**src/source/sched_pkg.sv**
```systemverilog
// shared widths and encodings for the RV32 issue scheduler; only the RV32I subset listed here decodes
package sched_pkg;

  typedef logic [31:0] xlen_t;
  typedef logic [31:0] pc_t;
  typedef logic [31:0] instr_t;
  typedef logic [4:0]  reg_addr_t;
  typedef logic [6:0]  opcode_t;
  typedef logic [1:0]  exc_code_t;
  typedef logic [7:0]  exc_vec_t;

  // queue geometry, pointer wraps naturally at 8
  localparam int queue_depth_lp = 8;
  typedef logic [2:0] queue_ptr_t;
  typedef logic [3:0] queue_cnt_t;

  localparam int num_regs_lp = 32;

  // fetch exception codes from the front end
  localparam exc_code_t exc_access_fault_lp = 2'd0;
  localparam exc_code_t exc_misaligned_lp   = 2'd1;
  localparam exc_code_t exc_page_fault_lp   = 2'd2;

  // bit positions in the exception/special vector
  localparam int bit_access_fault_lp = 0;
  localparam int bit_misaligned_lp   = 1;
  localparam int bit_page_fault_lp   = 2;
  localparam int bit_illegal_lp      = 3;
  localparam int bit_ecall_lp        = 4;
  localparam int bit_ebreak_lp       = 5;
  localparam int bit_mret_lp         = 6;
  localparam int bit_wfi_lp          = 7;

  // major opcodes
  localparam opcode_t op_lui_lp    = 7'b0110111;
  localparam opcode_t op_jal_lp    = 7'b1101111;
  localparam opcode_t op_branch_lp = 7'b1100011;
  localparam opcode_t op_load_lp   = 7'b0000011;
  localparam opcode_t op_store_lp  = 7'b0100011;
  localparam opcode_t op_imm_lp    = 7'b0010011;
  localparam opcode_t op_reg_lp    = 7'b0110011;
  localparam opcode_t op_system_lp = 7'b1110011;

  // exact system words
  localparam instr_t instr_ecall_lp  = 32'h00000073;
  localparam instr_t instr_ebreak_lp = 32'h00100073;
  localparam instr_t instr_mret_lp   = 32'h30200073;
  localparam instr_t instr_wfi_lp    = 32'h10500073;

endpackage

```
**src/source/sched_ifs.sv**
```systemverilog
// slot and decode bundles; yumi may only rise while v is high, and slot2 yumi needs slot1 yumi
`timescale 1ns/10ps

interface issue_slot_if
  import sched_pkg::*;
();
  logic      v;
  pc_t       pc;
  instr_t    instr;
  logic      is_exc;
  exc_code_t exc_code;
  logic      yumi;

  modport queue (output v, pc, instr, is_exc, exc_code, input yumi);
  modport consumer (input v, pc, instr, is_exc, exc_code, output yumi);
endinterface

interface decode_if
  import sched_pkg::*;
();
  xlen_t imm;
  logic  irf_w_v;
  logic  illegal;
  logic  ecall;
  logic  ebreak;
  logic  mret;
  logic  wfi;

  modport decoder (output imm, irf_w_v, illegal, ecall, ebreak, mret, wfi);
  modport sink (input imm, irf_w_v, illegal, ecall, ebreak, mret, wfi);
endinterface

```
**src/source/dispatch_former.sv**
```systemverilog
// accept and packet forming; packet fields other than exc are meaningful only while accepted
`timescale 1ns/10ps

module dispatch_former
  import sched_pkg::*;
(
  input  logic           dispatch_v1_i,
  input  logic           dispatch_v2_i,
  input  logic           suppress_i,
  input  logic           poison_i,
  issue_slot_if.consumer slot1,
  issue_slot_if.consumer slot2,
  decode_if.sink         dec1,
  decode_if.sink         dec2,
  input  xlen_t          rs1_data1_i,
  input  xlen_t          rs2_data1_i,
  input  xlen_t          rs1_data2_i,
  input  xlen_t          rs2_data2_i,
  output logic           dispatch_v1_o,
  output pc_t            dispatch_pc1_o,
  output instr_t         dispatch_instr1_o,
  output xlen_t          dispatch_rs11_o,
  output xlen_t          dispatch_rs21_o,
  output xlen_t          dispatch_imm1_o,
  output logic           dispatch_wb_v1_o,
  output exc_vec_t       dispatch_exc1_o,
  output logic           dispatch_v2_o,
  output pc_t            dispatch_pc2_o,
  output instr_t         dispatch_instr2_o,
  output xlen_t          dispatch_rs12_o,
  output xlen_t          dispatch_rs22_o,
  output xlen_t          dispatch_imm2_o,
  output logic           dispatch_wb_v2_o,
  output exc_vec_t       dispatch_exc2_o
);

  // fetch fault bits for exception entries, decode flags otherwise
  function automatic exc_vec_t form_exc(input logic is_exc, input exc_code_t code,
                                        input logic illegal, input logic ecall,
                                        input logic ebreak, input logic mret,
                                        input logic wfi);
    exc_vec_t vec;
    vec = '0;
    if (is_exc)
    begin
      case (code)
        exc_access_fault_lp: vec[bit_access_fault_lp] = 1'b1;
        exc_misaligned_lp:   vec[bit_misaligned_lp]   = 1'b1;
        exc_page_fault_lp:   vec[bit_page_fault_lp]   = 1'b1;
        default:             vec = '0;
      endcase
    end
    else
    begin
      vec[bit_illegal_lp] = illegal;
      vec[bit_ecall_lp]   = ecall;
      vec[bit_ebreak_lp]  = ebreak;
      vec[bit_mret_lp]    = mret;
      vec[bit_wfi_lp]     = wfi;
    end
    return vec;
  endfunction

  // slot 2 only goes together with slot 1
  assign slot1.yumi = ~suppress_i & slot1.v & dispatch_v1_i;
  assign slot2.yumi = slot1.yumi & slot2.v & dispatch_v2_i;

  assign dispatch_v1_o     = slot1.yumi & ~poison_i;
  assign dispatch_pc1_o    = slot1.pc;
  assign dispatch_instr1_o = slot1.instr;
  assign dispatch_rs11_o   = slot1.is_exc ? '0 : rs1_data1_i;
  assign dispatch_rs21_o   = slot1.is_exc ? '0 : rs2_data1_i;
  assign dispatch_imm1_o   = slot1.is_exc ? '0 : dec1.imm;
  assign dispatch_wb_v1_o  = ~slot1.is_exc & dec1.irf_w_v;
  assign dispatch_exc1_o   = slot1.yumi
                           ? form_exc(slot1.is_exc, slot1.exc_code, dec1.illegal, dec1.ecall,
                                      dec1.ebreak, dec1.mret, dec1.wfi)
                           : '0;

  assign dispatch_v2_o     = slot2.yumi & ~poison_i;
  assign dispatch_pc2_o    = slot2.pc;
  assign dispatch_instr2_o = slot2.instr;
  assign dispatch_rs12_o   = slot2.is_exc ? '0 : rs1_data2_i;
  assign dispatch_rs22_o   = slot2.is_exc ? '0 : rs2_data2_i;
  assign dispatch_imm2_o   = slot2.is_exc ? '0 : dec2.imm;
  assign dispatch_wb_v2_o  = ~slot2.is_exc & dec2.irf_w_v;
  assign dispatch_exc2_o   = slot2.yumi
                           ? form_exc(slot2.is_exc, slot2.exc_code, dec2.illegal, dec2.ecall,
                                      dec2.ebreak, dec2.mret, dec2.wfi)
                           : '0;

endmodule

```
**src/flat_wrapper.sv**
```systemverilog
// flat-port wrapper written by rule: the top's interface ports become plain ports
module dispatch_former_flat import sched_pkg::*;
  (dispatch_v1_i, dispatch_v2_i, suppress_i, poison_i, rs1_data1_i, rs2_data1_i, rs1_data2_i, rs2_data2_i, dispatch_v1_o, dispatch_pc1_o, dispatch_instr1_o, dispatch_rs11_o, dispatch_rs21_o, dispatch_imm1_o, dispatch_wb_v1_o, dispatch_exc1_o, dispatch_v2_o, dispatch_pc2_o, dispatch_instr2_o, dispatch_rs12_o, dispatch_rs22_o, dispatch_imm2_o, dispatch_wb_v2_o, dispatch_exc2_o, slot1_v, slot1_pc, slot1_instr, slot1_is_exc, slot1_exc_code, slot1_yumi, slot2_v, slot2_pc, slot2_instr, slot2_is_exc, slot2_exc_code, slot2_yumi, dec1_imm, dec1_irf_w_v, dec1_illegal, dec1_ecall, dec1_ebreak, dec1_mret, dec1_wfi, dec2_imm, dec2_irf_w_v, dec2_illegal, dec2_ecall, dec2_ebreak, dec2_mret, dec2_wfi);
  issue_slot_if slot1_i ();
  issue_slot_if slot2_i ();
  decode_if dec1_i ();
  decode_if dec2_i ();
  input  logic dispatch_v1_i;
  input  logic dispatch_v2_i;
  input  logic suppress_i;
  input  logic poison_i;
  input  xlen_t rs1_data1_i;
  input  xlen_t rs2_data1_i;
  input  xlen_t rs1_data2_i;
  input  xlen_t rs2_data2_i;
  output logic dispatch_v1_o;
  output pc_t dispatch_pc1_o;
  output instr_t dispatch_instr1_o;
  output xlen_t dispatch_rs11_o;
  output xlen_t dispatch_rs21_o;
  output xlen_t dispatch_imm1_o;
  output logic dispatch_wb_v1_o;
  output exc_vec_t dispatch_exc1_o;
  output logic dispatch_v2_o;
  output pc_t dispatch_pc2_o;
  output instr_t dispatch_instr2_o;
  output xlen_t dispatch_rs12_o;
  output xlen_t dispatch_rs22_o;
  output xlen_t dispatch_imm2_o;
  output logic dispatch_wb_v2_o;
  output exc_vec_t dispatch_exc2_o;
  input wire logic [$bits(slot1_i.v)-1:0] slot1_v;
  input wire logic [$bits(slot1_i.pc)-1:0] slot1_pc;
  input wire logic [$bits(slot1_i.instr)-1:0] slot1_instr;
  input wire logic [$bits(slot1_i.is_exc)-1:0] slot1_is_exc;
  input wire logic [$bits(slot1_i.exc_code)-1:0] slot1_exc_code;
  output wire logic [$bits(slot1_i.yumi)-1:0] slot1_yumi;
  input wire logic [$bits(slot2_i.v)-1:0] slot2_v;
  input wire logic [$bits(slot2_i.pc)-1:0] slot2_pc;
  input wire logic [$bits(slot2_i.instr)-1:0] slot2_instr;
  input wire logic [$bits(slot2_i.is_exc)-1:0] slot2_is_exc;
  input wire logic [$bits(slot2_i.exc_code)-1:0] slot2_exc_code;
  output wire logic [$bits(slot2_i.yumi)-1:0] slot2_yumi;
  input wire logic [$bits(dec1_i.imm)-1:0] dec1_imm;
  input wire logic [$bits(dec1_i.irf_w_v)-1:0] dec1_irf_w_v;
  input wire logic [$bits(dec1_i.illegal)-1:0] dec1_illegal;
  input wire logic [$bits(dec1_i.ecall)-1:0] dec1_ecall;
  input wire logic [$bits(dec1_i.ebreak)-1:0] dec1_ebreak;
  input wire logic [$bits(dec1_i.mret)-1:0] dec1_mret;
  input wire logic [$bits(dec1_i.wfi)-1:0] dec1_wfi;
  input wire logic [$bits(dec2_i.imm)-1:0] dec2_imm;
  input wire logic [$bits(dec2_i.irf_w_v)-1:0] dec2_irf_w_v;
  input wire logic [$bits(dec2_i.illegal)-1:0] dec2_illegal;
  input wire logic [$bits(dec2_i.ecall)-1:0] dec2_ecall;
  input wire logic [$bits(dec2_i.ebreak)-1:0] dec2_ebreak;
  input wire logic [$bits(dec2_i.mret)-1:0] dec2_mret;
  input wire logic [$bits(dec2_i.wfi)-1:0] dec2_wfi;
  assign slot1_i.v = slot1_v;
  assign slot1_i.pc = slot1_pc;
  assign slot1_i.instr = slot1_instr;
  assign slot1_i.is_exc = slot1_is_exc;
  assign slot1_i.exc_code = slot1_exc_code;
  assign slot1_yumi = slot1_i.yumi;
  assign slot2_i.v = slot2_v;
  assign slot2_i.pc = slot2_pc;
  assign slot2_i.instr = slot2_instr;
  assign slot2_i.is_exc = slot2_is_exc;
  assign slot2_i.exc_code = slot2_exc_code;
  assign slot2_yumi = slot2_i.yumi;
  assign dec1_i.imm = dec1_imm;
  assign dec1_i.irf_w_v = dec1_irf_w_v;
  assign dec1_i.illegal = dec1_illegal;
  assign dec1_i.ecall = dec1_ecall;
  assign dec1_i.ebreak = dec1_ebreak;
  assign dec1_i.mret = dec1_mret;
  assign dec1_i.wfi = dec1_wfi;
  assign dec2_i.imm = dec2_imm;
  assign dec2_i.irf_w_v = dec2_irf_w_v;
  assign dec2_i.illegal = dec2_illegal;
  assign dec2_i.ecall = dec2_ecall;
  assign dec2_i.ebreak = dec2_ebreak;
  assign dec2_i.mret = dec2_mret;
  assign dec2_i.wfi = dec2_wfi;
  dispatch_former u_core (.dispatch_v1_i(dispatch_v1_i), .dispatch_v2_i(dispatch_v2_i), .suppress_i(suppress_i), .poison_i(poison_i), .slot1(slot1_i), .slot2(slot2_i), .dec1(dec1_i), .dec2(dec2_i), .rs1_data1_i(rs1_data1_i), .rs2_data1_i(rs2_data1_i), .rs1_data2_i(rs1_data2_i), .rs2_data2_i(rs2_data2_i), .dispatch_v1_o(dispatch_v1_o), .dispatch_pc1_o(dispatch_pc1_o), .dispatch_instr1_o(dispatch_instr1_o), .dispatch_rs11_o(dispatch_rs11_o), .dispatch_rs21_o(dispatch_rs21_o), .dispatch_imm1_o(dispatch_imm1_o), .dispatch_wb_v1_o(dispatch_wb_v1_o), .dispatch_exc1_o(dispatch_exc1_o), .dispatch_v2_o(dispatch_v2_o), .dispatch_pc2_o(dispatch_pc2_o), .dispatch_instr2_o(dispatch_instr2_o), .dispatch_rs12_o(dispatch_rs12_o), .dispatch_rs22_o(dispatch_rs22_o), .dispatch_imm2_o(dispatch_imm2_o), .dispatch_wb_v2_o(dispatch_wb_v2_o), .dispatch_exc2_o(dispatch_exc2_o));
endmodule
```
**config.mk**
```make
export PLATFORM = sky130hd
export DESIGN_NAME = dispatch_former_flat
export DESIGN_NICKNAME = d
export VERILOG_FILES = /design/src/source/sched_pkg.sv /design/src/source/sched_ifs.sv /design/src/source/dispatch_former.sv /design/src/flat_wrapper.sv
export SDC_FILE = /design/constraint.sdc
export NUM_CORES = 1
export LEC_CHECK = 0
export BUFFER_PORTS_ARGS = -buffer_cell sky130_fd_sc_hd__buf_2
export CORE_AREA = 2 2 270 272
export DETAILED_ROUTE_END_ITERATION = 10
export DIE_AREA = 0 0 272 274
export PLACE_DENSITY = 0.31
export SLEW_MARGIN = 15
export SYNTH_ARGS = -nofsm -noshare
export SYNTH_HDL_FRONTEND = slang
export SYNTH_SLANG_ARGS = --single-unit
```
**constraint.sdc**
```tcl
create_clock -name vclk -period 0.81
set_input_delay 0.081 -clock vclk [all_inputs]
set_output_delay 0.081 -clock vclk [all_outputs]
set_load 0.05 [all_outputs]
```
Word level (Yosys, flattened, before mapping)
Cells that the tools add are included.
{"block": "totals", "regBits": 0, "latchBits": 0, "mem_bits_rw": 0, "rom_bits": 0, "input_bits": 344, "output_inout_bits": 342, "wordCells": 36, "n_memories": 0}
{"block": "classes", "addsub": 0, "mul": 0, "div_mod_pow": 0, "n_lt_le_gt_ge": 0, "eq_ne": 4, "n_shift": 0, "mux": 18, "bitwise": 12, "reduce_logical": 2}
{"op": "$mux 32", "n": 6}
{"op": "$mux 8", "n": 2}
{"op": "$mux 5", "n": 2}
{"op": "$and 1x1->1", "n": 8}
{"op": "$mux 1", "n": 6}
{"op": "$mux 3", "n": 2}
{"op": "$eq 2x1->1 const B", "n": 2}
{"op": "$eq 2x2->1 const B", "n": 2}
{"op": "$logic_not 2->1", "n": 2}
{"op": "$not 1->1", "n": 4}

Depth between registers and ports, before layout
{"block": "logic_depth", "ltp_word": 6, "depth_mapped": 4, "ltp_nobuf": 2}

Worst setup path before layout
No wires, ideal clock.
{"block": "synth_timing", "path_type": "input port to output port", "start": "in slot2_is_exc", "end": "out dispatch_exc2_o[3]", "arrival_ns": 1.900, "t_required_ns": 0.729, "slack_ns": -1.171, "cell_stages": 3, "n_path_buf": 2, "cell_sequence": "buf_4 buf_6 nor4_1"}
{"block": "synth_between", "elab_chain_len": 2}
{"item": "start: declaration", "line": "flat_wrapper.sv:41", "source": "input wire logic [$bits(slot2_i.is_exc)-1:0] slot2_is_exc;"}
{"item": "$mux 5", "line": "dispatch_former.sv:44", "source": "if (is_exc)"}
{"item": "$mux 8", "line": "dispatch_former.sv:88", "source": "? form_exc(slot2.is_exc, slot2.exc_code, dec2.illegal, dec2.ecall,"}
{"item": "end: declaration", "line": "flat_wrapper.sv:31", "source": "output exc_vec_t dispatch_exc2_o;"}
No other way between the ends.

Worst setup path in the final report
{"block": "layout_timing", "start": "in slot1_is_exc", "end": "out dispatch_exc1_o[6]"}
{"block": "layout_between", "elab_chain_len": 2}
{"item": "start: declaration", "line": "flat_wrapper.sv:35", "source": "input wire logic [$bits(slot1_i.is_exc)-1:0] slot1_is_exc;"}
{"item": "$mux 5", "line": "dispatch_former.sv:44"}
{"item": "$mux 8", "line": "dispatch_former.sv:76", "source": "? form_exc(slot1.is_exc, slot1.exc_code, dec1.illegal, dec1.ecall,"}
{"item": "end: declaration", "line": "flat_wrapper.sv:23", "source": "output exc_vec_t dispatch_exc1_o;"}
No other way between the ends.

==> impl_metrics.json <==
{
  "ff_latch_area_um2": 0,
  "cp.arrival_ns": 1.06,
  "wire_per_inst_um": 11.9,
  "fin_crit_ns": 1.14,
  "final_common_cell": "buf_2",
  "layout_common_cells": "buf_2 (211), nor2b_4 (157), buf_6 (145)",
  "dpl.hpwl_um": 16600,
  "grt_pass1_vias": 4041,
  "gp_congestion": 0.767,
  "vdd_drop_max_mv": 0.296,
  "critPathKind": "in2out",
  "dieArea_um2": 74500,
  "port_buffers": 430,
  "drcViolationCount": 0,
  "startpoint_type": "primary input",
  "fillers": 8131,
  "design.seq.count": 0,
  "setup-tns-final_ns": -27.94,
  "tightest_slew_ns": 0.301,
  "ios": 686,
  "drive_gt1_frac": 0.987,
  "p_leak_nw": 4.22,
  "synth_cells": 376,
  "outcome": "finished, violations left",
  "grt_max_degree": 17,
  "grt_use_total": 0.0478,
  "syn-num-nets": 720,
  "syn-cell-area_um2": 2540,
  "place_ws_ns": -0.619,
  "final_hold_viol_count": 0,
  "synth_top_area_cell": "nor2b_1",
  "crit_path_max_incr_delay_ns": 0.45,
  "design_area_um2": 8960,
  "place_area_um2": 7000,
  "postLayoutCoreUtil": 0.124,
  "finalSetupViolCount": 186,
  "row_count": 99,
  "max_slew_margin": 0.798,
  "worstPathCellList": "clkbuf_16 -> and4bb_4 -> and2_4 -> buf_8",
  "vias": 3811,
  "postCtsHoldBufs": 0,
  "synth_top_area_share": 0.412,
  "pwr_density_cell_nw_per_um2": 657,
  "wl_um": 20000,
  "fmax_mhz": 879,
  "synthDistinctLibCells": 18,
  "ys_warn_count": 0,
  "firstDrtPassIters": 4,
  "grt_overflow_total": 0,
  "core_area_um2": 72000,
  "n_clock_buffer": 0,
  "cp_top_family": "simple AND/OR/NAND/NOR gates",
  "power_w": 0.00588,
  "maxCapViolCount": 0,
  "slew_violations": 0,
  "critical_path.max_fanout": 5,
  "drtIter0Drc": 39,
  "antenna_found_initial": 1,
  "setup_ws_ns": -0.328,
  "end_kind": "output pin",
  "synth.area.top_cells": "nor2b_1 (41%), buf_4 (38%), and2b_1 (8.0%), nor4_1 (1.7%), buf_2 (1.6%)",
  "hold_path.class": "in2out",
  "final_nets": 1062,
  "start_util": 0.0352,
  "worstPathBufferInverterCount": 2,
  "multiInputGateArea_um2": 2910,
  "violations": "setup timing",
  "die_x_um": 272,
  "via_per_inst": 2.27,
  "rsz0062_at_grt": "true",
  "die_h_um": 274,
  "cp.required_ns": 0.73,
  "area_delta_synth_final_pct": 253,
  "ys_seq_area_frac": 0,
  "post-route-period-util": 1.40,
  "crit_slowest_cell": "and4bb_4",
  "ant_nets": 0,
  "grt_first_pass_wirelength_um": 26500,
  "avgSynthCellArea_um2": 6.75
}
## metrics by stage
step / cells / hold slack (ns)
floorplan: 376 / 0.221
global placement: 1657 / 0.162
detailed placement: 1657 / 0.162
CTS: 1677 / 0.162
global route: 1675 / 0.162
finish: 1676 / 0.162
## path summary, 6_finish.rpt
| check | from | end | slack, ns | cells after the start |
|---|---|---|---|---|
| max | slot1_is_exc | dispatch_exc1_o[6] | -0.33 | 4 |
| min | slot1_instr[20] | dispatch_instr1_o[20] | 0.16 | 0 |
## cell families after synthesis
kind of cell,count (synthesis),synth area share
buffers and inverters,157,0.435
AND/OR/NAND/NOR,219,0.565
## final cells by class
type,instances,area share
inverters,7,0.00349
multi-input cells,219,0.324
well taps,959,0.134
diodes,1,0.000279
repair buffers,490,0.538
## Yosys cell counts
library cell,number
nand3b_2,1
nor3_1,2
nor2b_1,167
nor3b_1,2
buf_4,130
and4bb_2,1
clkbuf_1,10
nor4b_2,1
and2b_1,27
nor4_1,7
buf_2,8
nand2_1,2
and2_1,5
nand4b_1,1
nor2_1,2
buf_6,2
inv_1,7
nand4b_4,1
## report_power, final
group            internal (W)  switching, W        total, W  leakage (nW)
Clock          0.000000000169             0  0.000000000169    0.00000634
Sequential                  0             0               0             0
Combinational         0.00272       0.00316         0.00588          4.22
Total                 0.00272       0.00316         0.00588          4.22
## routing by layer
metal	part of all wire	vias to the layer above	track usage
li1	-	1691	-
met1	0.31	1636	0.0464
met2	0.49	468	0.0834
met3	0.19	12	0.0352
met4	0.011	4	0.00463
met5	0.0054	-	0.0103
## what timing repair did
item                       in CTS  in global routing
gates resized for setup       488                 48
buffers inserted               13                  7
gates cloned                    8                  1
setup endpoints to repair     214                205
pin swaps                      15                  6
(Power assumes the default switching activity.)
