===== src/source/sched_pkg.sv =====
// shared widths and encodings for the RV32 issue scheduler; only the RV32I subset listed here decodes
package sched_pkg;

  typedef logic [31:0] xlen_t;
  typedef logic [31:0] pc_t;
  typedef logic [31:0] instr_t;
  typedef logic [4:0]  reg_addr_t;
  typedef logic [6:0]  opcode_t;
  typedef logic [1:0]  exc_code_t;
  typedef logic [7:0]  exc_vec_t;

  // queue geometry, pointer wraps naturally at 8
  localparam int queue_depth_lp = 8;
  typedef logic [2:0] queue_ptr_t;
  typedef logic [3:0] queue_cnt_t;

  localparam int num_regs_lp = 32;

  // fetch exception codes from the front end
  localparam exc_code_t exc_access_fault_lp = 2'd0;
  localparam exc_code_t exc_misaligned_lp   = 2'd1;
  localparam exc_code_t exc_page_fault_lp   = 2'd2;

  // bit positions in the exception/special vector
  localparam int bit_access_fault_lp = 0;
  localparam int bit_misaligned_lp   = 1;
  localparam int bit_page_fault_lp   = 2;
  localparam int bit_illegal_lp      = 3;
  localparam int bit_ecall_lp        = 4;
  localparam int bit_ebreak_lp       = 5;
  localparam int bit_mret_lp         = 6;
  localparam int bit_wfi_lp          = 7;

  // major opcodes
  localparam opcode_t op_lui_lp    = 7'b0110111;
  localparam opcode_t op_jal_lp    = 7'b1101111;
  localparam opcode_t op_branch_lp = 7'b1100011;
  localparam opcode_t op_load_lp   = 7'b0000011;
  localparam opcode_t op_store_lp  = 7'b0100011;
  localparam opcode_t op_imm_lp    = 7'b0010011;
  localparam opcode_t op_reg_lp    = 7'b0110011;
  localparam opcode_t op_system_lp = 7'b1110011;

  // exact system words
  localparam instr_t instr_ecall_lp  = 32'h00000073;
  localparam instr_t instr_ebreak_lp = 32'h00100073;
  localparam instr_t instr_mret_lp   = 32'h30200073;
  localparam instr_t instr_wfi_lp    = 32'h10500073;

endpackage


===== src/source/sched_ifs.sv =====


interface decode_if
  import sched_pkg::*;
();
  xlen_t imm;
  logic  irf_w_v;
  logic  illegal;
  logic  ecall;
  logic  ebreak;
  logic  mret;
  logic  wfi;

  modport decoder (output imm, irf_w_v, illegal, ecall, ebreak, mret, wfi);
  modport sink (input imm, irf_w_v, illegal, ecall, ebreak, mret, wfi);
endinterface


===== src/source/instr_decoder.sv =====
// decodes only LUI, JAL, branch, load, store, OP-IMM, OP and four SYSTEM words; all else is illegal
`timescale 1ns/10ps

module instr_decoder
  import sched_pkg::*;
(
  input  instr_t         instr_i,
  decode_if.decoder      dec
);

  opcode_t opcode;
  logic    rd_nz;
  xlen_t   imm_i;
  xlen_t   imm_s;
  xlen_t   imm_b;
  xlen_t   imm_u;
  xlen_t   imm_j;

  assign opcode = instr_i[6:0];
  assign rd_nz  = (instr_i[11:7] != 5'd0);

  // immediate formats
  assign imm_i = {{20{instr_i[31]}}, instr_i[31:20]};
  assign imm_s = {{20{instr_i[31]}}, instr_i[31:25], instr_i[11:7]};
  assign imm_b = {{19{instr_i[31]}}, instr_i[31], instr_i[7], instr_i[30:25],
                  instr_i[11:8], 1'b0};
  assign imm_u = {instr_i[31:12], 12'b0};
  assign imm_j = {{11{instr_i[31]}}, instr_i[31], instr_i[19:12], instr_i[20],
                  instr_i[30:21], 1'b0};

  always_comb
  begin
    dec.imm     = '0;
    dec.irf_w_v = 1'b0;
    dec.illegal = 1'b0;
    dec.ecall   = 1'b0;
    dec.ebreak  = 1'b0;
    dec.mret    = 1'b0;
    dec.wfi     = 1'b0;
    // low bits other than 11 never match an opcode, so they land in default
    case (opcode)
      op_lui_lp:
      begin
        dec.imm     = imm_u;
        dec.irf_w_v = rd_nz;
      end
      op_jal_lp:
      begin
        dec.imm     = imm_j;
        dec.irf_w_v = rd_nz;
      end
      op_branch_lp:
        dec.imm = imm_b;
      op_load_lp, op_imm_lp:
      begin
        dec.imm     = imm_i;
        dec.irf_w_v = rd_nz;
      end
      op_store_lp:
        dec.imm = imm_s;
      op_reg_lp:
        dec.irf_w_v = rd_nz;
      op_system_lp:
      begin
        dec.imm = imm_i;
        case (instr_i)
          instr_ecall_lp:  dec.ecall  = 1'b1;
          instr_ebreak_lp: dec.ebreak = 1'b1;
          instr_mret_lp:   dec.mret   = 1'b1;
          instr_wfi_lp:    dec.wfi    = 1'b1;
          default:         dec.illegal = 1'b1;
        endcase
      end
      default:
        dec.illegal = 1'b1;
    endcase
  end

endmodule


===== src/flat_wrapper.sv =====
// flat-port wrapper written by rule: the top's interface ports become plain ports
module instr_decoder_flat import sched_pkg::*;
  (instr_i, dec_imm, dec_irf_w_v, dec_illegal, dec_ecall, dec_ebreak, dec_mret, dec_wfi);
  decode_if dec_i ();
  input  instr_t instr_i;
  output wire logic [$bits(dec_i.imm)-1:0] dec_imm;
  output wire logic [$bits(dec_i.irf_w_v)-1:0] dec_irf_w_v;
  output wire logic [$bits(dec_i.illegal)-1:0] dec_illegal;
  output wire logic [$bits(dec_i.ecall)-1:0] dec_ecall;
  output wire logic [$bits(dec_i.ebreak)-1:0] dec_ebreak;
  output wire logic [$bits(dec_i.mret)-1:0] dec_mret;
  output wire logic [$bits(dec_i.wfi)-1:0] dec_wfi;
  assign dec_imm = dec_i.imm;
  assign dec_irf_w_v = dec_i.irf_w_v;
  assign dec_illegal = dec_i.illegal;
  assign dec_ecall = dec_i.ecall;
  assign dec_ebreak = dec_i.ebreak;
  assign dec_mret = dec_i.mret;
  assign dec_wfi = dec_i.wfi;
  instr_decoder u_core (.instr_i(instr_i), .dec(dec_i));
endmodule

===== config.mk =====
export PLATFORM = sky130hd
export DESIGN_NAME = instr_decoder_flat
export DESIGN_NICKNAME = d
export VERILOG_FILES = /design/src/source/sched_pkg.sv /design/src/source/sched_ifs.sv /design/src/source/instr_decoder.sv /design/src/flat_wrapper.sv
export SDC_FILE = /design/constraint.sdc
export NUM_CORES = 1
export LEC_CHECK = 0
export ABC_AREA = 1
export BUFFER_PORTS_ARGS = -buffer_cell sky130_fd_sc_hd__buf_2
export CELL_PAD_IN_SITES_DETAIL_PLACEMENT = 1
export CELL_PAD_IN_SITES_GLOBAL_PLACEMENT = 2
export CORE_MARGIN = 4
export CORE_UTILIZATION = 15
export DETAILED_ROUTE_END_ITERATION = 12
export PLACE_DENSITY = 0.81
export SYNTH_ARGS = -nofsm -noshare
export SYNTH_HDL_FRONTEND = slang
export SYNTH_SLANG_ARGS = --single-unit

===== constraint.sdc =====
create_clock -name vclk -period 1.3
set_clock_uncertainty 0.1 [all_clocks]
set_input_delay 0.065 -clock vclk [all_inputs]
set_output_delay 0.065 -clock vclk [all_outputs]
set_load 0.01 [all_outputs]

# ---- Word-level counts from Yosys, hierarchy flattened
# Index checks and enable logic that the tools add are counted.
dict set report op_classes {
  order_cmp 0
  n_shift 0
  n_bitwise 0
  muxes 12
  n_div 0
  n_eq_ne 12
  n_mul 0
  n_reduce_logical 5
  n_addsub 0
}
# op count
set op_table {}
lappend op_table {{case mux 32 bit (5 select lines)} 1}
lappend op_table {{== test 32 x 21 -> 1 bit, second input constant} 1}
lappend op_table {{== test 32 x 29 -> 1 bit, second input constant} 1}
lappend op_table {{== test 32 x 30 -> 1 bit, second input constant} 1}
lappend op_table {{== test 32 x 7 -> 1 bit, second input constant} 1}
lappend op_table {{== test 7 x 6 -> 1 bit, second input constant} 3}
lappend op_table {{== test 7 bit, second input constant} 3}
lappend op_table {{2-to-1 mux 1 bit} 10}
lappend op_table {{== test 7 x 2 -> 1 bit, second input constant} 1}
lappend op_table {{== test 7 x 5 -> 1 bit, second input constant} 1}
lappend op_table {{OR reduction 7 bit} 1}
lappend op_table {{nonzero test 5 bit} 1}
lappend op_table {{OR reduction 5 bit} 1}
lappend op_table {{OR reduction 4 bit} 1}
lappend op_table {{OR reduction 3 bit} 1}
lappend op_table {{case mux 1 bit (2 select lines)} 1}
dict set report totals {
  ff_bits 0
  wordCells 29
  rom_bits 0
  latch_bits 0
  inputBits 32
  mem_bits_rw 0
  n_memories 0
}

# ---- Logic depth before layout (Yosys ltp)
# Gate-level depths: netlist of run 1.
dict set report logic_depth {
  word_depth 4
  depth_mapped 9
  mapped_depth_nobuf 9
}

# ---- Worst setup path after synthesis of run 1
# No wires, ideal clock.
dict set report synth_timing {
  path_type {in2out}
  from {input port instr_i[3]}
  to {output port dec_imm[20]}
  t_arrival_ps 986
  path_buffers 1
  required_time_ps 1135
  cell_stages 8
  path_slack_ps 149
  path_cell_list {nor2_1 > nand2_2 > nor2_1 > nand2_1 > nand2_1 > nand2_1 > buf_6 > nand3_1}
}
dict set report synth_via {
  elab_chain_cells 3
  word_cells_on_any_way 9
  cone_classes {7 x eq/ne; 1 x mux; 1 x reduce/logical}
}
# item line_no
set synth_lines {}
lappend synth_lines {{from (decl)} flat_wrapper.sv:5} ;# input instr_t instr_i;
lappend synth_lines {{== test 7 x 2 -> 1 bit, or another cell as far along} instr_decoder.sv:41} ;# case (opcode)
lappend synth_lines {{OR reduction 3 bit (no source line)} -}
lappend synth_lines {{case mux 32 bit (5 select lines) *} instr_decoder.sv:41}
lappend synth_lines {{to (decl)} flat_wrapper.sv:6} ;# output wire logic [$bits(dec_i.imm)-1:0] dec_imm;
# Mark *: on every way between the ends. The rest lies on a longest branch, timed or not.

# ---- Worst setup path after layout of run 1
dict set report layout_timing {
  from {input port instr_i[1]}
  to {output port dec_imm[23]}
}
# Same word-level chain as after synthesis.

==> flow_summary_export.csv, run 1 <==
group,metric,value,unit
drt,route.final.wire_length,4641,microns
logic_synthesis,synth_area_leader_cell,"nand2_1",
hold_path,worst_hold_depth,4,
logic_synthesis,synth.yosys.seq_area_share,0,%
sta,unrepaired_setup_endpoints_after_global_routing,"yes",
floorplanning,top_level_ports,70,
global_route,grt_first_pass_wirelength,6920,microns
floorplanning,floorplan.die_area,6358,sq um
sta,post_route_worst_setup_slack,-0.06847,ns
critical_path,worst_setup_path_end_kind,"primary output",
clock_tree,hold_bufs_at_cts,0,
logic_synthesis,post-synth-top-area-fraction,26.26,%
placed_design,gp_congestion,0.8101,
logic_synthesis,synthCells,172,
drt,dr.pass1.iters,4,
sta,fmaxAchievable,730.7,MHz
floorplanning,row_count,25,
global_route,gr-usage-all-layers,13.03,%
critical_path,worst-path-max-fanout,6,
sta,worst_slew_margin_rel,83.95,%
run_status,violated_checks,"setup timing",
logic_synthesis,avgSynthCellArea,4.488,sq um
critical_path,startpoint_type,"input port",
critical_path,crit_arrival,1.20,ns
placed_design,dp_hpwl,3517,microns
finish,antenna-diode-count,0,
job,number_of_violations_of_the_max_capacitance_limit,0,
floorplanning,horizontal_die_dimension,79.74,microns
logic_synthesis,mappedNetlistArea,772.0,sq um
sta,timing.final.crit_share,105.3,%
floorplanning,core_area,4848,sq um
sta,timing_worst_slew_pin_value,0.2400,ns
logic_synthesis,synth_common_cells,"54 x nand2_1, 44 x nor2_1, 26 x nand3_1",
drt,routed_via_density,4.349,
power,vdd.ir_drop.worst,71.01,uV
finish,seq_cell_count,0,
logic_synthesis,yosys.cell_types.count,19,
finish,filler_cell_count,673,
finish,flip_flop_and_latch_area,0,sq um
sta,hold_viol_final,0,
hold_path,min-delay-path-class,"in -> out",
drt,detail_route.iter0.violations,41,
critical_path,worst-endpoint-required,1.13,ns
floorplanning,die-height,79.74,microns
sta,fin_crit_period,1.368,ns
floorplanning,floorplan.initialDensity,15.92,%
sta,drv_slew,0,
sta,setup_viol,23,
global_route,grt_pass1_vias,1495,
placed_design,buffer_ports.inserted,70,
placed_design,detailed_place.area,1404,sq um
finish,final_area,1759,sq um
logic_synthesis,synth_warnings,0,
power,power_density,175.5,nW/um^2
finish,fraction_of_layout_instances_using_a_drive_strength_above_1,57.20,%
global_route,maximum_number_of_pins_on_one_net_before_global_route_repair,14,
hold_path,timing.hold.worst_endpoint,"dec_imm[19]",
drt,drc,0,
logic_synthesis,yosysMostFrequentCell,"nand2_1",
drt,detail_route_antenna_nets,0,
finish,design.final.nets,305,
global_route,grt_antenna_before_repair,0,
critical_path,worst-setup-path-type,"in -> out",
finish,syn_to_final_growth,127.9,%
power,power.static_leakage,1.026,nW
logic_synthesis,main_area_contributors_after_synthesis,"nand2_1 26%, nor2_1 21%, nand3_1 17%, inv_1 7.3%, a21oi_1 6.5%",
drt,detail_route.wl_per_cell,13.73,microns
sta,fin_worst_hold_slack,0.3359,ns
hold_path,timing.hold.worst.start,"instr_i[19]",
finish,nClkBuffers,0,
drt,num_vias,1470,
logic_synthesis,synth_nets,204,
run_status,outcome,"complete, but fails checks",
global_route,globalRouteOverflowTotal,0,
[stage by stage]
step	utilization (%)	std cells	TNS, ns	total power [mW]	setup WS, ns
4_1_cts	32.03	336	-0.3364	0.2710	-0.05794
5_1_grt	36.28	338	-3.284	0.3395	-0.1305
3_3_place_gp	28.95	333	-4.442	0.2361	-0.1847
3_5_place_dp	28.95	333	-5.680	0.2414	-0.1917
6_report	36.28	338	-0.7122	0.3087	-0.06847
2_1_floorplan	-	172	0	0.08253	0.1488
[critical path, stage by stage]
cell and delay, ns:
buf_6 0.07, nand2_4 0.05, buf_6 0.12, nor3b_4 0.23
nand3_4 0.15, inv_4 0.12, clkbuf_16 0.15, nand2_1 0.05
nand3_1 0.06, buf_2 0.14
[repair_timing]
| item | CTS | global route |
|---|---|---|
| buffers inserted | 3 | 1 |
| cloned | 0 | 1 |
| pin swaps | 4 | 25 |
| gates resized for setup | 35 | 46 |
| setup endpoints to repair | 38 | 36 |
[cell type report]
class                           count  area (sq um)  area share, %
Multi-Input combinational cell    151         887.1          50.43
Timing Repair Buffer              103         716.9          40.75
Inverter                           17         71.32          4.054
Tap cell                           67         83.83          4.765
[cell usage in the layout (no fill, tap or decap), drive strengths merged]
master	count
a21oi	11
inv	17
o22ai	1
nand3	26
nor2	48
and3	1
nand2	56
buf	101
nor3	2
clkbuf	2
nor3b	1
nand4	4
nor4	1
[per-layer routing]
layer / GRT usage, % / vias up / share of wire (%)
li1: - / 750 / -
met1: 17.13 / 659 / 42
met2: 23.21 / 61 / 49
met3: 2.596 / 0 / 9.0
met4: 0.1689 / 0 / 0
met5: 0 / - / 0
[how the worst max path moves through the flow]
stage,startpoint,to,slack (ns),depth (start not counted)
2_1_floorplan,instr_i[3],dec_imm[20],0.15,8
3_3_place_gp,instr_i[1],dec_imm[21],-0.18,9
3_5_place_dp,instr_i[1],dec_imm[5],-0.19,10
4_1_cts,instr_i[3],dec_ebreak,-0.06,7
5_1_grt,instr_i[1],dec_imm[23],-0.13,10
6_report,instr_i[1],dec_imm[23],-0.07,10
[logic make-up after synthesis]
| logic type | share of synthesized area (%) |
|---|---|
| buf+inv | 13.13 |
| compound gates | 8.429 |
| simple gates | 78.44 |
[power breakdown]
part | internal (mW) | total [mW] | leakage, nW | switching (mW)
registers | 0 | 0 | 0 | 0
clock network | 0 | 0 | 0 | 0
logic | 0.140 | 0.309 | 1.03 | 0.168
total | 0.140 | 0.309 | 1.03 | 0.168
Power figures use the tool's default switching activity.
==> run 2, diff against run 1 <==
ABC_AREA = default   (was 1)
CORE_UTILIZATION = 16   (was 15)
PLACE_DENSITY = 0.82   (was 0.81)
==> run 2 against run 1 <==
Compared with the run above: the flow still finishes with violations (setup timing); first-iteration DRC count is 7.3% lower; final cell count shrank 23%; non-clock buffer count rose by 21; sequential cell count unchanged; worst hold slack lost 0.00071 ns; total power increased by 28%; via count fell by 11%; setup slack worse by 0.34 ns.
==> flow_summary_export.csv, run 2 <==
group,metric,value,unit
critical_path,worst_path_largest_cell_delay,0.55,ns
logic_synthesis,synth_area_leader_cell,"a21o_1",
critical_path,critical-path-top-cell-by-count,"or4_4",
logic_synthesis,yosysMostFrequentCell,"a21o_1",
run_status,outcome,"complete, but fails checks",
floorplanning,top_level_ports,70,
finish,final_common_cell,"buf_2",
critical_path,worst-endpoint-required,1.13,ns
drt,route.final.wire_length,4643,microns
sta,drv_slew,0,
global_route,maximum_number_of_pins_on_one_net_before_global_route_repair,9,
finish,seq_cell_count,0,
placed_design,placed_cells,250,
finish,filler_cell_count,457,
logic_synthesis,avgSynthCellArea,6.902,sq um
logic_synthesis,synth_nets,125,
critical_path,cpMaxStageDelayCell,"or4_4",
finish,fraction_of_layout_instances_using_a_drive_strength_above_1,76.53,%
finish,design.final.nets,247,
finish,layout_common_cells,"57 x buf_2, 45 x buf_4, 19 x a21o_1, 16 x buf_6, 5 x nor2b_1",
sta,fmaxAchievable,585.1,MHz
logic_synthesis,mappedNetlistArea,641.9,sq um
floorplanning,core_area,3771,sq um
critical_path,worst-path-max-fanout,4,
drt,drc,0,
finish,flip_flop_and_latch_area,0,sq um
drt,routed_via_density,5.034,
finish,final_area,1808,sq um
sta,fin_crit_period,1.709,ns
global_route,globalRouteOverflowTotal,0,
logic_synthesis,synth_warnings,0,
placed_design,buffer_ports.inserted,70,
placed_design,gp_congestion,0.8439,
floorplanning,floorplan.initialDensity,17.02,%
drt,num_vias,1314,
sta,setup_viol,37,
sta,worst_slew_margin_rel,71.68,%
sta,timing_worst_slew_pin_value,0.4140,ns
logic_synthesis,post-synth-top-area-fraction,22.22,%
logic_synthesis,synth_common_cells,"19 x a21o_1, 8 x nor2b_1, 7 x nor2_1",
floorplanning,horizontal_die_dimension,71.34,microns
placed_design,dp_hpwl,3389,microns
finish,finalNonFillerCells,261,
finish,finish.utilization,47.94,%
sta,unrepaired_setup_endpoints_after_global_routing,"yes",
drt,detail_route_antenna_nets,0,
global_route,gr-usage-all-layers,16.54,%
critical_path,worst-setup-path-type,"in -> out",
clock_tree,hold_bufs_at_cts,0,
global_route,grt_antenna_before_repair,0,
floorplanning,floorplan.die_area,5089,sq um
placed_design,detailed_place.area,1426,sq um
critical_path,crit_arrival,1.54,ns
power,power_density,217.9,nW/um^2
sta,hold_viol_final,0,
logic_synthesis,synthCells,93,
finish,antenna-diode-count,0,
sta,post_route_worst_setup_slack,-0.4090,ns
floorplanning,die-height,71.34,microns
placed_design,placement.setup.worst_slack,-0.4396,ns
drt,detail_route.iter0.violations,38,
sta,timing.final.crit_share,131.5,%
drt,detail_route.wl_per_cell,17.79,microns
hold_path,worst_hold_depth,3,
hold_path,timing.hold.worst.start,"instr_i[19]",
hold_path,timing.hold.worst_endpoint,"dec_imm[19]",
power,vdd.ir_drop.worst,97.72,uV
logic_synthesis,synth.yosys.seq_area_share,0,%
floorplanning,row_count,22,
drt,dr.pass1.iters,4,
run_status,violated_checks,"setup timing",
critical_path,worst_setup_path_end_kind,"primary output",
logic_synthesis,main_area_contributors_after_synthesis,"a21o_1 22%, nor2b_1 7.8%, nor4_1 5.8%, nor2_1 4.1%, a22o_1 4.1%",
hold_path,min-delay-path-class,"in -> out",
logic_synthesis,yosys.cell_types.count,35,
critical_path,cp_cell_sequence,"buf_6 -> or4_4 -> or4_4 -> nor3_2 -> buf_2",
global_route,grt_first_pass_wirelength,7003,microns
finish,nClkBuffers,0,
finish,syn_to_final_growth,181.7,%
global_route,grt_pass1_vias,1458,
critical_path,startpoint_type,"input port",
power,power.static_leakage,1.027,nW
job,number_of_violations_of_the_max_capacitance_limit,0,
==> run 2: cell types whose count changed in the layout (fill, tap and decap cells not counted), moves of 10 or more <==
cell     delta
nor2_1     -26
nand2_1    -36
a21o_1     +19
nor2_2     -10
buf_4      +22
nand3_1    -23
==> run 2: metrics by stage <==
stage	power, mW	hold WS [ns]	TNS (ns)
after floorplan	0.09674	0.05629	-1.508
after global placement	0.2835	0.3231	-9.778
after detailed placement	0.2926	0.3274	-10.70
after CTS	0.3511	0.3345	-7.098
after global routing	0.4208	0.3633	-8.711
final	0.3940	0.3352	-6.977
==> run 2: worst max-delay path by stage <==
stage | startpoint | to | cells past startpoint
CTS | instr_i[10] | dec_mret | 5
detailed placement | instr_i[10] | dec_ecall | 5
global route | instr_i[10] | dec_mret | 5
floorplan | instr_i[10] | dec_ebreak | 3
finish | instr_i[10] | dec_mret | 5
global placement | instr_i[10] | dec_ecall | 5
==> run 2: cells by family (layout without fill, tap and decap cells) <==
| logic type | Yosys count | count (layout) | synth area share [%] |
|---|---|---|---|
| AND/OR/NAND/NOR | 48 | 48 | 49.32 |
| AO/OA/AOI/OAI | 36 | 37 | 43.86 |
| buffers and inverters | 8 | 127 | 5.263 |
| multiplexers | 1 | 1 | 1.560 |
==> run 2: routing by layer <==
metal | up-vias | wire (microns) | global-route usage [%]
met5 | - | 0 | 0
met4 | 0 | 121 | 1.879
met3 | 12 | 326 | 3.226
met2 | 60 | 2362 | 32.35
met1 | 624 | 1833 | 18.76
li1 | 618 | - | -
==> run 2: final cells by class <==
type | instances | area, sq um | share of cell area [%]
Tap cell | 48 | 60.06 | 3.322
Inverter | 3 | 11.26 | 0.6228
Timing Repair Buffer | 124 | 903.4 | 49.97
Multi-Input combinational cell | 86 | 833.3 | 46.09
==> run 2: worst max-delay path: cells and delay by family <==
| kind | cells | cell delay [ns] |
|---|---|---|
| simple gates | 3 | 1.23 |
| buf+inv | 2 | 0.24 |
==> run 2: power breakdown <==
part	switching, mW	internal, mW	total [mW]
combinational	0.180	0.214	0.394
sequential	0	0	0
clock	0	0	0
total	0.180	0.214	0.394
==> run 2: what timing repair did <==
item	in CTS	in global routing
cloned	1	0
endpoints found under the hold margin	0	0
setup endpoints to repair	36	38
gates resized for setup	40	26
buffers inserted	9	3
pin swaps	21	14
==> run 3, diff against run 2 <==
SETUP_SLACK_MARGIN = 0.1   (was default)
==> run 3 against run 2 <==
Compared with the run above: the run still ends with setup timing left; sequential cell count unchanged; via count up 4.2%; design area increased by 8.2%; first-iteration DRC count down 13%; highest routed layer unchanged; critical path depth unchanged; combinational power grew 11%; sequential share of layout area did not move; worst hold slack better by 0.0075 ns; non-clock buffer count increased by 8; final cell count increased by 3.1%; maximum frequency down 2.0%.
==> flow_summary_export.csv, run 3 (synthesis gave the netlist of run 2 again) <==
group,metric,value,unit
critical_path,worst_path_dominant_cell_family,"simple AND/OR/NAND/NOR gates",
finish,flip_flop_and_latch_area,0,sq um
drt,detail_route.wl_per_cell,19.78,microns
sta,drv_slew,0,
power,power.static_leakage,1.098,nW
critical_path,timing.critical_path.buf_inv,2,
critical_path,cpMaxStageDelayCell,"or4_4",
sta,timing_worst_slew_pin_value,0.6018,ns
drt,dr.pass1.iters,4,
global_route,gr-usage-all-layers,19.28,%
placed_design,placement.setup.worst_slack,-0.4349,ns
placed_design,gp_congestion,0.8227,
sta,unrepaired_setup_endpoints_after_global_routing,"yes",
critical_path,worst_path_largest_cell_delay,0.56,ns
critical_path,worst-setup-path-type,"in -> out",
critical_path,critical_path_depth,5,
drt,route.final.wire_length,5322,microns
finish,finish.utilization,51.86,%
critical_path,crit_arrival,1.58,ns
finish,seq_cell_count,0,
hold_path,worst_hold_depth,3,
finish,syn_to_final_growth,204.7,%
finish,nClkBuffers,0,
drt,detail_route.iter0.violations,33,
drt,drc,0,
floorplanning,horizontal_die_dimension,71.34,microns
run_status,outcome,"complete, but fails checks",
finish,finalNonFillerCells,269,
sta,hold_viol_final,0,
sta,setup_viol,37,
floorplanning,die-height,71.34,microns
placed_design,detailed_place.area,1449,sq um
clock_tree,hold_bufs_at_cts,0,
placed_design,placed_cells,251,
floorplanning,top_level_ports,70,
critical_path,worst-path-max-fanout,4,
drt,num_vias,1369,
floorplanning,floorplan.initialDensity,17.02,%
drt,routed_via_density,5.089,
finish,final_common_cell,"buf_2",
power,vdd.ir_drop.worst,101.0,uV
finish,layout_common_cells,"54 x buf_2, 47 x buf_4, 24 x buf_6, 19 x a21o_1, 6 x buf_8",
global_route,grt_antenna_before_repair,0,
floorplanning,core_area,3771,sq um
sta,worst_slew_margin_rel,58.84,%
floorplanning,floorplan.die_area,5089,sq um
global_route,globalRouteOverflowTotal,0,
finish,fraction_of_layout_instances_using_a_drive_strength_above_1,78.28,%
global_route,maximum_number_of_pins_on_one_net_before_global_route_repair,9,
critical_path,startpoint_type,"input port",
job,number_of_violations_of_the_max_capacitance_limit,0,
sta,fin_crit_period,1.745,ns
critical_path,critical-path-top-cell-by-count,"or4_4",
finish,design.final.nets,255,
sta,post_route_worst_setup_slack,-0.4446,ns
global_route,grt_first_pass_wirelength,7955,microns
finish,final_area,1956,sq um
hold_path,min-delay-path-class,"in -> out",
run_status,violated_checks,"setup timing",
sta,timing.final.crit_share,134.2,%
critical_path,worstSetupEndpoint,"dec_mret",
placed_design,dp_hpwl,3577,microns
floorplanning,row_count,22,
finish,antenna-diode-count,0,
finish,filler_cell_count,445,
sta,fmaxAchievable,573.2,MHz
critical_path,cp_cell_sequence,"buf_6 -> or4_4 -> or4_4 -> nor3_2 -> buf_2",
critical_path,worst_setup_path_end_kind,"primary output",
drt,detail_route_antenna_nets,0,
critical_path,timing.critical_path.from,"instr_i[10]",
critical_path,worst-endpoint-required,1.13,ns
global_route,grt_pass1_vias,1558,
power,power_density,223.1,nW/um^2
placed_design,buffer_ports.inserted,70,
==> run 3: cell count changes in the layout (fill, tap and decap cells not counted), sizes merged <==
cell / before / now
buf: 124 / 132
inv: 3 / 2
clkinvlp: 0 / 1
==> run 3: how the worst min path moves through the flow <==
stage / startpoint / to
floorplan: instr_i[22] / dec_ebreak
global placement: instr_i[12] / dec_imm[12]
global route: instr_i[9] / dec_imm[2]
finish: instr_i[19] / dec_imm[19]
CTS: instr_i[19] / dec_imm[19]
detailed placement: instr_i[13] / dec_imm[13]
==> run 3: worst min-delay path, stage by stage <==
cell	delay, ns
buf_2	0.09
a21o_1	0.10
buf_2	0.12
==> run 3: per-stage QoR <==
step | total power, mW | hold WS (ns) | TNS (ns)
5_1_grt | 0.4624 | 0.3601 | -10.03
3_5_place_dp | 0.3007 | 0.3290 | -11.78
4_1_cts | 0.3763 | 0.3446 | -7.763
3_3_place_gp | 0.2869 | 0.3233 | -10.64
2_1_floorplan | 0.1002 | 0.05629 | -1.466
6_report | 0.4362 | 0.3427 | -8.467
==> run 3: power by group <==
part           switching, mW  internal, mW  leakage [nW]
Clock                      0             0             0
Sequential                 0             0             0
Combinational          0.202         0.235          1.10
Total                  0.202         0.235          1.10
==> run 3: per-layer routing <==
metal / part of all wire (%) / up-vias / global-route usage (%)
li1: - / 635 / -
met1: 36 / 661 / 20.25
met2: 54 / 60 / 38.37
met3: 6.4 / 13 / 2.945
met4: 3.2 / 0 / 6.054
met5: 0 / - / 0
==> run 3: what timing repair did <==
action / in CTS / in global routing
pin swaps: 21 / 12
resized for setup: 52 / 29
cloned: 1 / 0
endpoints found under the setup margin: 37 / 38
buffers inserted: 10 / 10
==> run 3: layout make-up <==
type,instances,area (sq um),area share [%]
inverter,3,15.01,0.7678
tap,48,60.06,3.071
timing repair buffer,132,1003,51.31
multi-input combinational,86,877.1,44.85
